[config.mk]
export PLATFORM = sky130hd
export DESIGN_NAME = axi_mem_bridge
export DESIGN_NICKNAME = d
export VERILOG_FILES = /design/src/logic/axi_chan_pkg.sv /design/src/logic/mem_bank_pkg.sv /design/src/logic/axi_mem_bridge.sv /design/src/logic/bank_split.sv /design/src/logic/beat_sched.sv /design/src/logic/resp_route.sv
export VERILOG_INCLUDE_DIRS = /design/src /design/src/logic
export SDC_FILE = /design/constraint.sdc
export NUM_CORES = 1
export LEC_CHECK = 0
export CORE_AREA = 2 2 160 162
export CTS_BUF_LIST = sky130_fd_sc_hd__clkbuf_16
export DETAILED_ROUTE_END_ITERATION = 10
export DIE_AREA = 0 0 162 164
export DONT_BUFFER_PORTS = 1
export PLACE_DENSITY = 0.81
export SLEW_MARGIN = 20
export SYNTH_ARGS = -nofsm -noshare
export SYNTH_HDL_FRONTEND = slang
export SYNTH_SLANG_ARGS = --single-unit
[constraint.sdc]
create_clock -name clk_i -period 11.1 [get_ports clk_i]
set_input_delay 1.11 -clock clk_i [delete_from_list [all_inputs] [get_ports clk_i]]
set_output_delay 1.11 -clock clk_i [all_outputs]
set_load 0.03 [all_outputs]
[src/logic/bridge_defs.svh]
/*
  Sizes shared by the AXI-to-bank bridge and its testbench.
  AXI_DATA_W must be a power of two, at least 16 bits.
  NUM_BANKS must split the data word into whole bytes per bank.
  META_DEPTH must be a power of two and at least 2.
*/
`ifndef BRIDGE_DEFS_SVH
`define BRIDGE_DEFS_SVH

`define AXI_ADDR_W 16 // Byte address
`define AXI_DATA_W 32
`define AXI_ID_W   4
`define AXI_LEN_W  8  // Beats are len + 1

`define NUM_BANKS  2
`define META_DEPTH 4  // Beats in flight in the memory

// Derived sizes
`define AXI_STRB_W  (`AXI_DATA_W / 8)
`define BANK_DATA_W (`AXI_DATA_W / `NUM_BANKS)
`define BANK_STRB_W (`BANK_DATA_W / 8)

`endif

[src/logic/axi_chan_pkg.sv]
/*
  AXI channel payloads as seen on the slave port.
  INCR bursts of full-width beats only, so no size, burst,
  resp or user fields exist.
*/
`include "bridge_defs.svh"

package axi_chan_pkg;

  typedef logic [`AXI_ADDR_W-1:0] axi_addr_t;
  typedef logic [`AXI_DATA_W-1:0] axi_data_t;
  typedef logic [`AXI_STRB_W-1:0] axi_strb_t;
  typedef logic [`AXI_ID_W-1:0]   axi_id_t;
  typedef logic [`AXI_LEN_W-1:0]  axi_len_t;

  // Shared by AR and AW
  typedef struct packed {
    axi_addr_t addr;
    axi_id_t   id;
    axi_len_t  len;
  } ax_chan_t;

  typedef struct packed {
    axi_data_t data;
    axi_strb_t strb;
  } w_chan_t;

  // Response is always OKAY
  typedef struct packed {
    axi_data_t data;
    axi_id_t   id;
    logic      last;
  } r_chan_t;

  typedef struct packed {
    axi_id_t id;
  } b_chan_t;

endpackage

[src/logic/mem_bank_pkg.sv]
/*
  Beat and bank request types on the memory side of the bridge.
  Addresses are byte addresses, word aligned by the scheduler.
*/
`include "bridge_defs.svh"

package mem_bank_pkg;

  typedef logic [`AXI_ADDR_W-1:0]  mem_addr_t;
  typedef logic [`BANK_DATA_W-1:0] bank_data_t;
  typedef logic [`BANK_STRB_W-1:0] bank_strb_t;

  // One full-width beat before the bank split
  typedef struct packed {
    mem_addr_t               addr;
    logic [`AXI_DATA_W-1:0] data;
    logic [`AXI_STRB_W-1:0] strb;
    logic                    we;
  } mem_beat_t;

  // Held in the response FIFO until the data returns
  typedef struct packed {
    logic [`AXI_ID_W-1:0] id;
    logic                 last;
    logic                 write;
  } beat_meta_t;

  typedef struct packed {
    mem_addr_t  addr;
    bank_data_t data;
    bank_strb_t strb;
    logic       we;
  } bank_req_t;

endpackage

[src/logic/axi_mem_bridge.sv]
/*
  AXI-style slave to banked memory bridge, INCR bursts only.
  Every bank request must get exactly one rvalid, in order.
  All responses are OKAY; read/write ordering is left to software.
*/
`include "bridge_defs.svh"

module axi_mem_bridge (
  input  logic                                     clk_i,
  input  logic                                     rst_ni,
  input  logic                                     ar_valid_i,
  input  axi_chan_pkg::ax_chan_t                   ar_i,
  output logic                                     ar_ready_o,
  input  logic                                     aw_valid_i,
  input  axi_chan_pkg::ax_chan_t                   aw_i,
  output logic                                     aw_ready_o,
  input  logic                                     w_valid_i,
  input  axi_chan_pkg::w_chan_t                    w_i,
  output logic                                     w_ready_o,
  output logic                                     r_valid_o,
  output axi_chan_pkg::r_chan_t                    r_o,
  input  logic                                     r_ready_i,
  output logic                                     b_valid_o,
  output axi_chan_pkg::b_chan_t                    b_o,
  input  logic                                     b_ready_i,
  output logic [`NUM_BANKS-1:0]                    bank_req_o,
  output mem_bank_pkg::bank_req_t [`NUM_BANKS-1:0] bank_o,
  input  logic [`NUM_BANKS-1:0]                    bank_gnt_i,
  input  logic [`NUM_BANKS-1:0]                    bank_rvalid_i,
  input  mem_bank_pkg::bank_data_t [`NUM_BANKS-1:0] bank_rdata_i,
  output logic                                     busy_o
);
  import mem_bank_pkg::*;

  logic                   beat_valid;   // Beat transfers this cycle
  mem_beat_t              beat;
  beat_meta_t             meta;
  logic                   split_ready;
  logic                   meta_room;
  logic                   inflight;
  logic                   resp_valid;
  logic                   rd_valid;
  logic                   rd_ready;
  logic [`AXI_DATA_W-1:0] rd_data;

  beat_sched beat_sched_inst (
    .clk_i         (clk_i),
    .rst_ni        (rst_ni),
    .ar_valid_i    (ar_valid_i),
    .ar_i          (ar_i),
    .ar_ready_o    (ar_ready_o),
    .aw_valid_i    (aw_valid_i),
    .aw_i          (aw_i),
    .aw_ready_o    (aw_ready_o),
    .w_valid_i     (w_valid_i),
    .w_i           (w_i),
    .w_ready_o     (w_ready_o),
    .beat_valid_o  (beat_valid),
    .beat_o        (beat),
    .meta_o        (meta),
    .split_ready_i (split_ready),
    .meta_room_i   (meta_room),
    .inflight_i    (inflight),
    .resp_valid_i  (resp_valid),
    .busy_o        (busy_o)
  );

  bank_split bank_split_inst (
    .clk_i         (clk_i),
    .rst_ni        (rst_ni),
    .beat_valid_i  (beat_valid),
    .beat_i        (beat),
    .split_ready_o (split_ready),
    .bank_req_o    (bank_req_o),
    .bank_o        (bank_o),
    .bank_gnt_i    (bank_gnt_i),
    .bank_rvalid_i (bank_rvalid_i),
    .bank_rdata_i  (bank_rdata_i),
    .rd_valid_o    (rd_valid),
    .rd_data_o     (rd_data),
    .rd_ready_i    (rd_ready)
  );

  resp_route resp_route_inst (
    .clk_i        (clk_i),
    .rst_ni       (rst_ni),
    .meta_push_i  (beat_valid),
    .meta_i       (meta),
    .meta_room_o  (meta_room),
    .inflight_o   (inflight),
    .rd_valid_i   (rd_valid),
    .rd_data_i    (rd_data),
    .rd_ready_o   (rd_ready),
    .r_valid_o    (r_valid_o),
    .r_o          (r_o),
    .r_ready_i    (r_ready_i),
    .b_valid_o    (b_valid_o),
    .b_o          (b_o),
    .b_ready_i    (b_ready_i),
    .resp_valid_o (resp_valid)
  );

endmodule

[src/logic/bank_split.sv]
/*
  Fans each beat out to the banks and joins the returned slices.
  Each bank has a one-entry fall-through request register and a
  META_DEPTH-entry fall-through response buffer, so responses never
  overflow while the meta FIFO bounds the beats in flight.
*/
`include "bridge_defs.svh"

module bank_split (
  input  logic                                      clk_i,
  input  logic                                      rst_ni,
  input  logic                                      beat_valid_i,
  input  mem_bank_pkg::mem_beat_t                   beat_i,
  output logic                                      split_ready_o,
  output logic [`NUM_BANKS-1:0]                     bank_req_o,
  output mem_bank_pkg::bank_req_t [`NUM_BANKS-1:0]  bank_o,
  input  logic [`NUM_BANKS-1:0]                     bank_gnt_i,
  input  logic [`NUM_BANKS-1:0]                     bank_rvalid_i,
  input  mem_bank_pkg::bank_data_t [`NUM_BANKS-1:0] bank_rdata_i,
  output logic                                      rd_valid_o,
  output axi_chan_pkg::axi_data_t                   rd_data_o,
  input  logic                                      rd_ready_i
);
  import mem_bank_pkg::*;

  localparam int unsigned PtrW = $clog2(`META_DEPTH);
  localparam int unsigned CntW = $clog2(`META_DEPTH + 1);

  logic [`NUM_BANKS-1:0]       req_room;
  logic [`NUM_BANKS-1:0]       resp_room;
  logic [`NUM_BANKS-1:0]       resp_valid;
  bank_data_t [`NUM_BANKS-1:0] resp_data;
  logic                        rd_pop;

  for (genvar i = 0; i < `NUM_BANKS; i++) begin : gen_bank
    bank_req_t       req_in, req_q;
    logic            req_full_q;
    bank_data_t      resp_mem [`META_DEPTH];
    logic [PtrW-1:0] wr_ptr_q, rd_ptr_q;
    logic [CntW-1:0] cnt_q;
    logic            resp_empty, resp_push, resp_pop;

    assign req_in = '{
      addr: beat_i.addr + `AXI_ADDR_W'(i * `BANK_STRB_W),
      data: beat_i.data[i*`BANK_DATA_W +: `BANK_DATA_W],
      strb: beat_i.strb[i*`BANK_STRB_W +: `BANK_STRB_W],
      we:   beat_i.we
    };

    assign req_room[i]   = ~req_full_q;
    assign bank_req_o[i] = req_full_q | beat_valid_i; // Falls through when empty
    assign bank_o[i]     = req_full_q ? req_q : req_in;

    // Response buffer, bypassed when empty
    assign resp_empty    = (cnt_q == '0);
    assign resp_valid[i] = ~resp_empty | bank_rvalid_i[i];
    assign resp_data[i]  = resp_empty ? bank_rdata_i[i] : resp_mem[rd_ptr_q];
    assign resp_room[i]  = (cnt_q != CntW'(`META_DEPTH));
    assign resp_push     = bank_rvalid_i[i] & ~(resp_empty & rd_pop);
    assign resp_pop      = rd_pop & ~resp_empty;

    always_ff @(posedge clk_i or negedge rst_ni) begin
      if (!rst_ni) begin
        req_full_q <= 1'b0;
        wr_ptr_q   <= '0;
        rd_ptr_q   <= '0;
        cnt_q      <= '0;
      end else begin
        if (req_full_q) begin
          req_full_q <= ~bank_gnt_i[i];
        end else if (beat_valid_i && !bank_gnt_i[i]) begin
          req_full_q <= 1'b1;
        end
        if (resp_push) wr_ptr_q <= wr_ptr_q + 1'b1;
        if (resp_pop) rd_ptr_q <= rd_ptr_q + 1'b1;
        cnt_q <= cnt_q + CntW'(resp_push) - CntW'(resp_pop);
      end
    end

    always_ff @(posedge clk_i) begin
      if (!req_full_q && beat_valid_i) req_q <= req_in;
      if (resp_push) resp_mem[wr_ptr_q] <= bank_rdata_i[i];
    end
  end

  assign split_ready_o = (&req_room) & (&resp_room);

  // Word is complete once every bank has answered
  assign rd_valid_o = &resp_valid;
  assign rd_data_o  = resp_data;
  assign rd_pop     = rd_valid_o & rd_ready_i;

endmodule

[src/logic/beat_sched.sv]
/*
  Burst tracking and read/write beat arbitration.
  AR is accepted into an idle read slot; the first beat follows a cycle later.
  AW is latched when AW and W are both valid, but only handshaken
  together with the first W beat. Low address bits are ignored.
*/
`include "bridge_defs.svh"

module beat_sched (
  input  logic                     clk_i,
  input  logic                     rst_ni,
  input  logic                     ar_valid_i,
  input  axi_chan_pkg::ax_chan_t   ar_i,
  output logic                     ar_ready_o,
  input  logic                     aw_valid_i,
  input  axi_chan_pkg::ax_chan_t   aw_i,
  output logic                     aw_ready_o,
  input  logic                     w_valid_i,
  input  axi_chan_pkg::w_chan_t    w_i,
  output logic                     w_ready_o,
  output logic                     beat_valid_o,
  output mem_bank_pkg::mem_beat_t  beat_o,
  output mem_bank_pkg::beat_meta_t meta_o,
  input  logic                     split_ready_i,
  input  logic                     meta_room_i,
  input  logic                     inflight_i,
  input  logic                     resp_valid_i,
  output logic                     busy_o
);
  import mem_bank_pkg::*;

  localparam int unsigned OffW = $clog2(`AXI_STRB_W);

  logic [`AXI_LEN_W:0]    r_cnt_q, w_cnt_q;   // Beats left in the burst
  logic [`AXI_ADDR_W-1:0] r_addr_q, w_addr_q;
  logic [`AXI_ID_W-1:0]   r_id_q, w_id_q;
  logic                   r_first_q, w_first_q; // No beat of the burst taken yet
  logic                   sel_q;              // 1 selects the write side
  logic                   lock_q;
  logic                   rd_valid, wr_valid;
  logic                   sel, offered;
  logic                   aw_load;
  logic                   rd_step, wr_step;
  mem_beat_t              rd_beat, wr_beat;
  beat_meta_t             rd_meta, wr_meta;

  assign rd_valid = (r_cnt_q != '0);
  assign wr_valid = (w_cnt_q != '0) & w_valid_i;

  assign ar_ready_o = ar_valid_i & (r_cnt_q == '0);
  assign aw_load    = aw_valid_i & w_valid_i & (w_cnt_q == '0);

  assign rd_beat = '{addr: r_addr_q, data: '0, strb: '0, we: 1'b0};
  assign rd_meta = '{id: r_id_q, last: (r_cnt_q == 1), write: 1'b0};
  assign wr_beat = '{addr: w_addr_q, data: w_i.data, strb: w_i.strb, we: 1'b1};
  assign wr_meta = '{id: w_id_q, last: (w_cnt_q == 1), write: 1'b1};

  always_comb begin
    sel = sel_q; // Held while locked or idle
    if (!lock_q) begin
      if (rd_valid ^ wr_valid) begin
        sel = wr_valid;
      end else if (rd_valid && wr_valid) begin
        // A burst under way wins, else round robin
        if (r_first_q != w_first_q) begin
          sel = r_first_q;
        end else begin
          sel = ~sel_q;
        end
      end
    end
  end

  assign offered      = sel ? wr_valid : rd_valid;
  assign beat_valid_o = offered & split_ready_i & meta_room_i;
  assign beat_o       = sel ? wr_beat : rd_beat;
  assign meta_o       = sel ? wr_meta : rd_meta;

  assign rd_step    = beat_valid_o & ~sel;
  assign wr_step    = beat_valid_o & sel;
  assign w_ready_o  = wr_step;
  assign aw_ready_o = wr_step & w_first_q; // AW goes with the first W

  assign busy_o = ar_valid_i | aw_valid_i | w_valid_i | resp_valid_i |
                  rd_valid | (w_cnt_q != '0) | inflight_i;

  always_ff @(posedge clk_i or negedge rst_ni) begin
    if (!rst_ni) begin
      r_cnt_q   <= '0;
      w_cnt_q   <= '0;
      r_first_q <= 1'b0;
      w_first_q <= 1'b0;
      sel_q     <= 1'b0;
      lock_q    <= 1'b0;
    end else begin
      sel_q  <= sel;
      lock_q <= offered & ~beat_valid_o;
      if (ar_ready_o) begin
        r_cnt_q   <= {1'b0, ar_i.len} + 1'b1;
        r_first_q <= 1'b1;
      end else if (rd_step) begin
        r_cnt_q   <= r_cnt_q - 1'b1;
        r_first_q <= 1'b0;
      end
      if (aw_load) begin
        w_cnt_q   <= {1'b0, aw_i.len} + 1'b1;
        w_first_q <= 1'b1;
      end else if (wr_step) begin
        w_cnt_q   <= w_cnt_q - 1'b1;
        w_first_q <= 1'b0;
      end
    end
  end

  // Burst address and id
  always_ff @(posedge clk_i) begin
    if (ar_ready_o) begin
      r_addr_q <= {ar_i.addr[`AXI_ADDR_W-1:OffW], {OffW{1'b0}}};
      r_id_q   <= ar_i.id;
    end else if (rd_step) begin
      r_addr_q <= r_addr_q + `AXI_ADDR_W'(`AXI_STRB_W);
    end
    if (aw_load) begin
      w_addr_q <= {aw_i.addr[`AXI_ADDR_W-1:OffW], {OffW{1'b0}}};
      w_id_q   <= aw_i.id;
    end else if (wr_step) begin
      w_addr_q <= w_addr_q + `AXI_ADDR_W'(`AXI_STRB_W);
    end
  end

endmodule

[src/logic/resp_route.sv]
/*
  Beat metadata FIFO and response steering.
  Read beats go to R, the last beat of a write burst to B,
  other write beats are dropped once their banks have answered.
*/
`include "bridge_defs.svh"

module resp_route (
  input  logic                       clk_i,
  input  logic                       rst_ni,
  input  logic                       meta_push_i,
  input  mem_bank_pkg::beat_meta_t   meta_i,
  output logic                       meta_room_o,
  output logic                       inflight_o,
  input  logic                       rd_valid_i,
  input  axi_chan_pkg::axi_data_t    rd_data_i,
  output logic                       rd_ready_o,
  output logic                       r_valid_o,
  output axi_chan_pkg::r_chan_t      r_o,
  input  logic                       r_ready_i,
  output logic                       b_valid_o,
  output axi_chan_pkg::b_chan_t      b_o,
  input  logic                       b_ready_i,
  output logic                       resp_valid_o
);
  import mem_bank_pkg::*;

  localparam int unsigned PtrW = $clog2(`META_DEPTH);
  localparam int unsigned CntW = $clog2(`META_DEPTH + 1);

  beat_meta_t      meta_mem [`META_DEPTH];
  beat_meta_t      head;
  logic [PtrW-1:0] wr_ptr_q, rd_ptr_q;
  logic [CntW-1:0] cnt_q;
  logic            join_valid, to_r, to_b, pop;

  assign meta_room_o = (cnt_q != CntW'(`META_DEPTH));
  assign inflight_o  = (cnt_q != '0);
  assign head        = meta_mem[rd_ptr_q];

  assign join_valid = rd_valid_i & inflight_o;
  assign to_r       = ~head.write;
  assign to_b       = head.write & head.last;

  assign r_valid_o    = join_valid & to_r;
  assign b_valid_o    = join_valid & to_b;
  assign resp_valid_o = r_valid_o | b_valid_o;

  assign r_o = '{data: rd_data_i, id: head.id, last: head.last};
  assign b_o = '{id: head.id};

  always_comb begin
    if (to_r) begin
      rd_ready_o = inflight_o & r_ready_i;
    end else if (to_b) begin
      rd_ready_o = inflight_o & b_ready_i;
    end else begin
      rd_ready_o = inflight_o; // Silent write beat
    end
  end

  assign pop = rd_valid_i & rd_ready_o;

  always_ff @(posedge clk_i or negedge rst_ni) begin
    if (!rst_ni) begin
      wr_ptr_q <= '0;
      rd_ptr_q <= '0;
      cnt_q    <= '0;
    end else begin
      if (meta_push_i) wr_ptr_q <= wr_ptr_q + 1'b1;
      if (pop) rd_ptr_q <= rd_ptr_q + 1'b1;
      cnt_q <= cnt_q + CntW'(meta_push_i) - CntW'(pop);
    end
  end

  always_ff @(posedge clk_i) begin
    if (meta_push_i) meta_mem[wr_ptr_q] <= meta_i;
  end

endmodule

==> results.txt <==
For this run, the leading register cell type out of synthesis is sky130_fd_sc_hd__edfxtp_1. The total core area is 24800 um^2. From bottom edge to top edge, the die measures ~160 um. The final count of negative-setup-slack endpoints came out at 0. The static leakage power came out at between 5 and 6 nW. The cell with the biggest individual delay on the critical path is sky130_fd_sc_hd__buf_4. The number of distinct standard cells referenced by the synthesized netlist is 63. The number of pins with negative max-slew slack in the final report is 0.

The end of the critical path is bank_o[44]. The final routed wire length divided by cell count is between 20 and 25 um. The total of buffers placed on input and output ports came out at 0. By startpoint and endpoint, the worst setup path is classified as flip-flop to output port. The overall fraction of global-route tracks in use came out at 22.0%. The final-layout setup total negative slack is 0 ps. The largest fanout on the critical path is 54. Relative to the synthesized area, the layout overhead comes to 9.22%. The routed design has 30100 um of wire.

For this configuration, the core starts out at a cell density of 57.0%. Together, buffers and inverters on the worst path number 5. The highest attainable clock frequency came out at between 150 and 200 MHz. The number of placed I/O pins is 254. The clock period could shrink to 5420 ps. The count of cells resized by post-cts repair came out at 0. The layout cell share with drive strength beyond 1 is 14.4%. The sequential share of the synthesized area came out at around three fifths.

The critical path starts at beat_sched_inst.r_cnt_q[0]. The delay of the slowest cell on the worst path came out at 440 ps. The count of inserted antenna diode cells is 0. The final period utilization came out at 48.8%. The number of buffers created by CTS came out at 30. The count of cells along the worst register-to-register path came out at 17. The number of stages on the worst setup path came out at 13. In the routed layout, each cell is associated on average with a via count of just under 6. The quantity of hold-fixing buffers added after cts is 0. The floorplan step set the die width to 162 um. The clock passes through at most 3 buffers.

The number of iterations in the first detailed-routing pass is 5. The max-capacitance violation count came out at 0. Including well taps, the total number of placed cells is 1346. The worst path setup slack after routing is 5680 ps. Leaving out filler cells and counting taps, the final layout contains approximately 1.4k. The flow ran to the end, and the final reports show no timing, DRC or antenna violations. The count of unresolved DRC violations after routing came out at 0.

The clock-pin slew on the worst setup and hold paths is 70 ps. The total number of vias is 8152. The cell area that synthesis handed to floorplanning was 14200 um^2.

After synthesis, the share of flip-flops with an asynchronous set or reset is 15.1%. For this block, the initial DRC count from the detailed router was 599. The type of element launching the critical path is a flip-flop.

The worst max-slew margin expressed relative to the limit came out at ~28%. The number of synthesized register bits came out at 299. In this run the register-to-register setup slack is around 6500 ps. The number of nets still failing antenna checks after routing is 0.

The largest net degree at the start of global routing is 55. Setup repair after global routing left no endpoint under its margin. The hold violation count in the final report was 0. The pin slew with the least headroom to its limit is about 1100 ps. The number of buffers inserted by post-CTS setup repair is 0.

The number of antenna violations at the first check in global routing came to 0. The wire length of the first global-routing pass is 45400 um. The total grt overflow came out at 0. The die outline area is 26600 um^2. The placement-stage worst setup slack is 6150 ps. The post-synthesis cell count is 1059.

The clock root buffer is sky130_fd_sc_hd__clkbuf_16. The startpoint identified for the worst register-to-register timing path is beat_sched_inst.r_cnt_q[0]. The number of H-tree levels is 1. The worst clock skew on the final layout came out at roughly 26 ps.

The data arrival time of the critical path is approximately 4300 ps. The utilization after layout is 62.3%. The clock latency at the later pin of the worst-skew pair came out at 550 ps. The number of sinks handled by clock tree synthesis is between 200 and 300.

The layout has 1826 filler cells. The final HPWL from detailed placement came out at 20300 um. After the last flow step, the layout net total stands at 1215. The total power density per cell area is 345 nW/um^2. In this run the mean area of a mapped cell was 13.4 um^2. TritonCTS built the clock tree. The path type of the worst min-delay path is input pin to async pin.

The critical path goes through inv_1, ha_1, nor4b_1, and2_1, inv_1, ha_1, a31o_2, o221ai_4, buf_4, inv_2, buf_4, and2_1, mux2_2. The data required time at the worst endpoint is 9990 ps. The family of cells with the greatest summed delay on the critical path is buffers and inverters.

The worst reg2reg path endpoint is resp_route_inst.cnt_q[2]. The maximum VDD drop is 0.000261 V. The global placement routability congestion is 0.853. The placement row count came out at 58. The number of enable flip-flop cells after synthesis is 254. STA classifies the critical path endpoint as an output port. The count of warnings emitted by yosys is 0. The number of global-route vias before repair is 8168.
logic make-up after synthesis:
kind of cell	Yosys count	synth area share (%)
buffers and inverters	125	3.69
other	2	0.0531
AOI/OAI and AO/OA	85	4.03
muxes	125	12.5
xor gates and xnor gates	51	3.16
and+or+nand+nor	340	11.7
DFF	299	61.8
adders and majority gates	32	2.99
power breakdown:
group	total (mW)	switching [mW]	internal, mW
sequential	2.07	0.312	1.76
clock	1.04	0.437	0.606
combinational	2.23	1.56	0.667
cells in the mapped netlist (5+ instances only):
library cell | instances | area share (%)
sky130_fd_sc_hd__ha_1 | 29 | 2.6
sky130_fd_sc_hd__nand2_1 | 157 | 4.2
sky130_fd_sc_hd__nor3b_1 | 5 | 0.27
sky130_fd_sc_hd__edfxtp_1 | 254 | 54
sky130_fd_sc_hd__xor2_1 | 18 | 1.1
sky130_fd_sc_hd__inv_1 | 72 | 1.9
sky130_fd_sc_hd__nor3_1 | 12 | 0.42
sky130_fd_sc_hd__xnor2_1 | 33 | 2.0
sky130_fd_sc_hd__a31oi_1 | 5 | 0.22
sky130_fd_sc_hd__nor2_1 | 41 | 1.1
sky130_fd_sc_hd__clkbuf_1 | 30 | 0.80
sky130_fd_sc_hd__and3_1 | 8 | 0.35
sky130_fd_sc_hd__a21oi_1 | 24 | 0.85
sky130_fd_sc_hd__mux4_2 | 38 | 6.0
sky130_fd_sc_hd__nand3_1 | 25 | 0.88
sky130_fd_sc_hd__and2_1 | 52 | 2.3
sky130_fd_sc_hd__o21ai_0 | 22 | 0.78
sky130_fd_sc_hd__mux2i_1 | 48 | 3.4
sky130_fd_sc_hd__nor4_1 | 5 | 0.22
sky130_fd_sc_hd__buf_2 | 7 | 0.25
sky130_fd_sc_hd__mux2_2 | 37 | 2.9
sky130_fd_sc_hd__buf_4 | 8 | 0.42
sky130_fd_sc_hd__nand4_1 | 8 | 0.35
sky130_fd_sc_hd__dfrtp_1 | 45 | 8.0
sky130_fd_sc_hd__or3_1 | 6 | 0.27
flip-flops by register name (all words and copies together) (netlist names), 2 cells and up:
register and cells:
bank_split_inst.gen_bank.req_q 66, bank_split_inst.gen_bank.rd_ptr_q 4, beat_sched_inst.w_cnt_q 9, resp_route_inst.rd_ptr_q 2, beat_sched_inst.r_id_q 4, bank_split_inst.gen_bank.cnt_q 6
bank_split_inst.gen_bank.wr_ptr_q 4, beat_sched_inst.r_cnt_q 9, resp_route_inst.meta_mem 24, beat_sched_inst.r_addr_q 14, beat_sched_inst.w_id_q 4, bank_split_inst.gen_bank.req_full_q 2
beat_sched_inst.w_addr_q 14, resp_route_inst.wr_ptr_q 2, bank_split_inst.gen_bank.resp_mem 128, resp_route_inst.cnt_q 3
worst min-delay path by stage:
| stage | start | endpoint | cells past startpoint |
|---|---|---|---|
| after CTS | rst_ni | bank_split_inst.gen_bank[0].rd_ptr_q[1] | 0 |
| after global routing | rst_ni | beat_sched_inst.w_cnt_q[6] | 0 |
| after detailed placement | beat_sched_inst.r_first_q | beat_sched_inst.r_first_q | 1 |
| after global placement | resp_route_inst.cnt_q[2] | resp_route_inst.cnt_q[2] | 1 |
| final | rst_ni | beat_sched_inst.w_cnt_q[8] | 0 |
| after floorplan | resp_route_inst.cnt_q[2] | resp_route_inst.cnt_q[2] | 1 |
cell usage in the layout (no fill, tap or decap), types with 4 or more instances in the layout:
| cell | instances |
|---|---|
| sky130_fd_sc_hd__edfxtp_1 | 254 |
| sky130_fd_sc_hd__nand2_1 | 157 |
| sky130_fd_sc_hd__inv_1 | 72 |
| sky130_fd_sc_hd__and2_1 | 52 |
| sky130_fd_sc_hd__mux2i_1 | 48 |
| sky130_fd_sc_hd__nor2_1 | 41 |
| sky130_fd_sc_hd__dfrtp_1 | 41 |
| sky130_fd_sc_hd__mux4_2 | 38 |
| sky130_fd_sc_hd__mux2_2 | 37 |
| sky130_fd_sc_hd__xnor2_1 | 33 |
| sky130_fd_sc_hd__clkbuf_16 | 31 |
| sky130_fd_sc_hd__ha_1 | 29 |
| sky130_fd_sc_hd__nand3_1 | 25 |
| sky130_fd_sc_hd__a21oi_1 | 24 |
| sky130_fd_sc_hd__o21ai_0 | 22 |
| sky130_fd_sc_hd__xor2_1 | 18 |
| sky130_fd_sc_hd__nor3_1 | 10 |
| sky130_fd_sc_hd__nand4_1 | 8 |
| sky130_fd_sc_hd__and3_1 | 8 |
| sky130_fd_sc_hd__clkinv_2 | 8 |
| sky130_fd_sc_hd__or3_1 | 6 |
| sky130_fd_sc_hd__buf_4 | 6 |
| sky130_fd_sc_hd__nor4_1 | 5 |
| sky130_fd_sc_hd__a31oi_1 | 5 |
| sky130_fd_sc_hd__nor3b_1 | 5 |
| sky130_fd_sc_hd__clkinvlp_4 | 5 |
| sky130_fd_sc_hd__nor2b_1 | 4 |
| sky130_fd_sc_hd__o31a_1 | 4 |
| sky130_fd_sc_hd__o211ai_1 | 4 |
| sky130_fd_sc_hd__nand2b_1 | 4 |
| sky130_fd_sc_hd__conb_1 | 4 |
| sky130_fd_sc_hd__dfrtp_2 | 4 |
| sky130_fd_sc_hd__bufinv_16 | 4 |
layout make-up:
type                            instances  area, um^2  area share (%)
Inverter                               74         278            1.80
Clock inverter                         24         254            1.64
Sequential cell                       299        8760            56.7
Multi-Input combinational cell        637        4940            31.9
Timing Repair Buffer                    6        45.0           0.291
Clock buffer                           31         776            5.02
Tap cell                              330         413            2.67
stage by stage:
step	power, mW	instance area (um^2)	hold slack [ps]
after CTS	5.37	15400	229
after global placement	4.23	14400	469
final	5.34	15500	251
after floorplan	3.88	14200	452
after detailed placement	4.31	14400	481
after global routing	5.61	15500	226
metal layers:
layer	GRT usage, %	wire length [um]	vias up
met5	0	0	-
met4	5.59	595	0
met3	4.77	2130	56
met2	38.1	15500	291
met1	28.4	11800	4030
li1	-	-	3775
(Power assumes the default switching activity.)
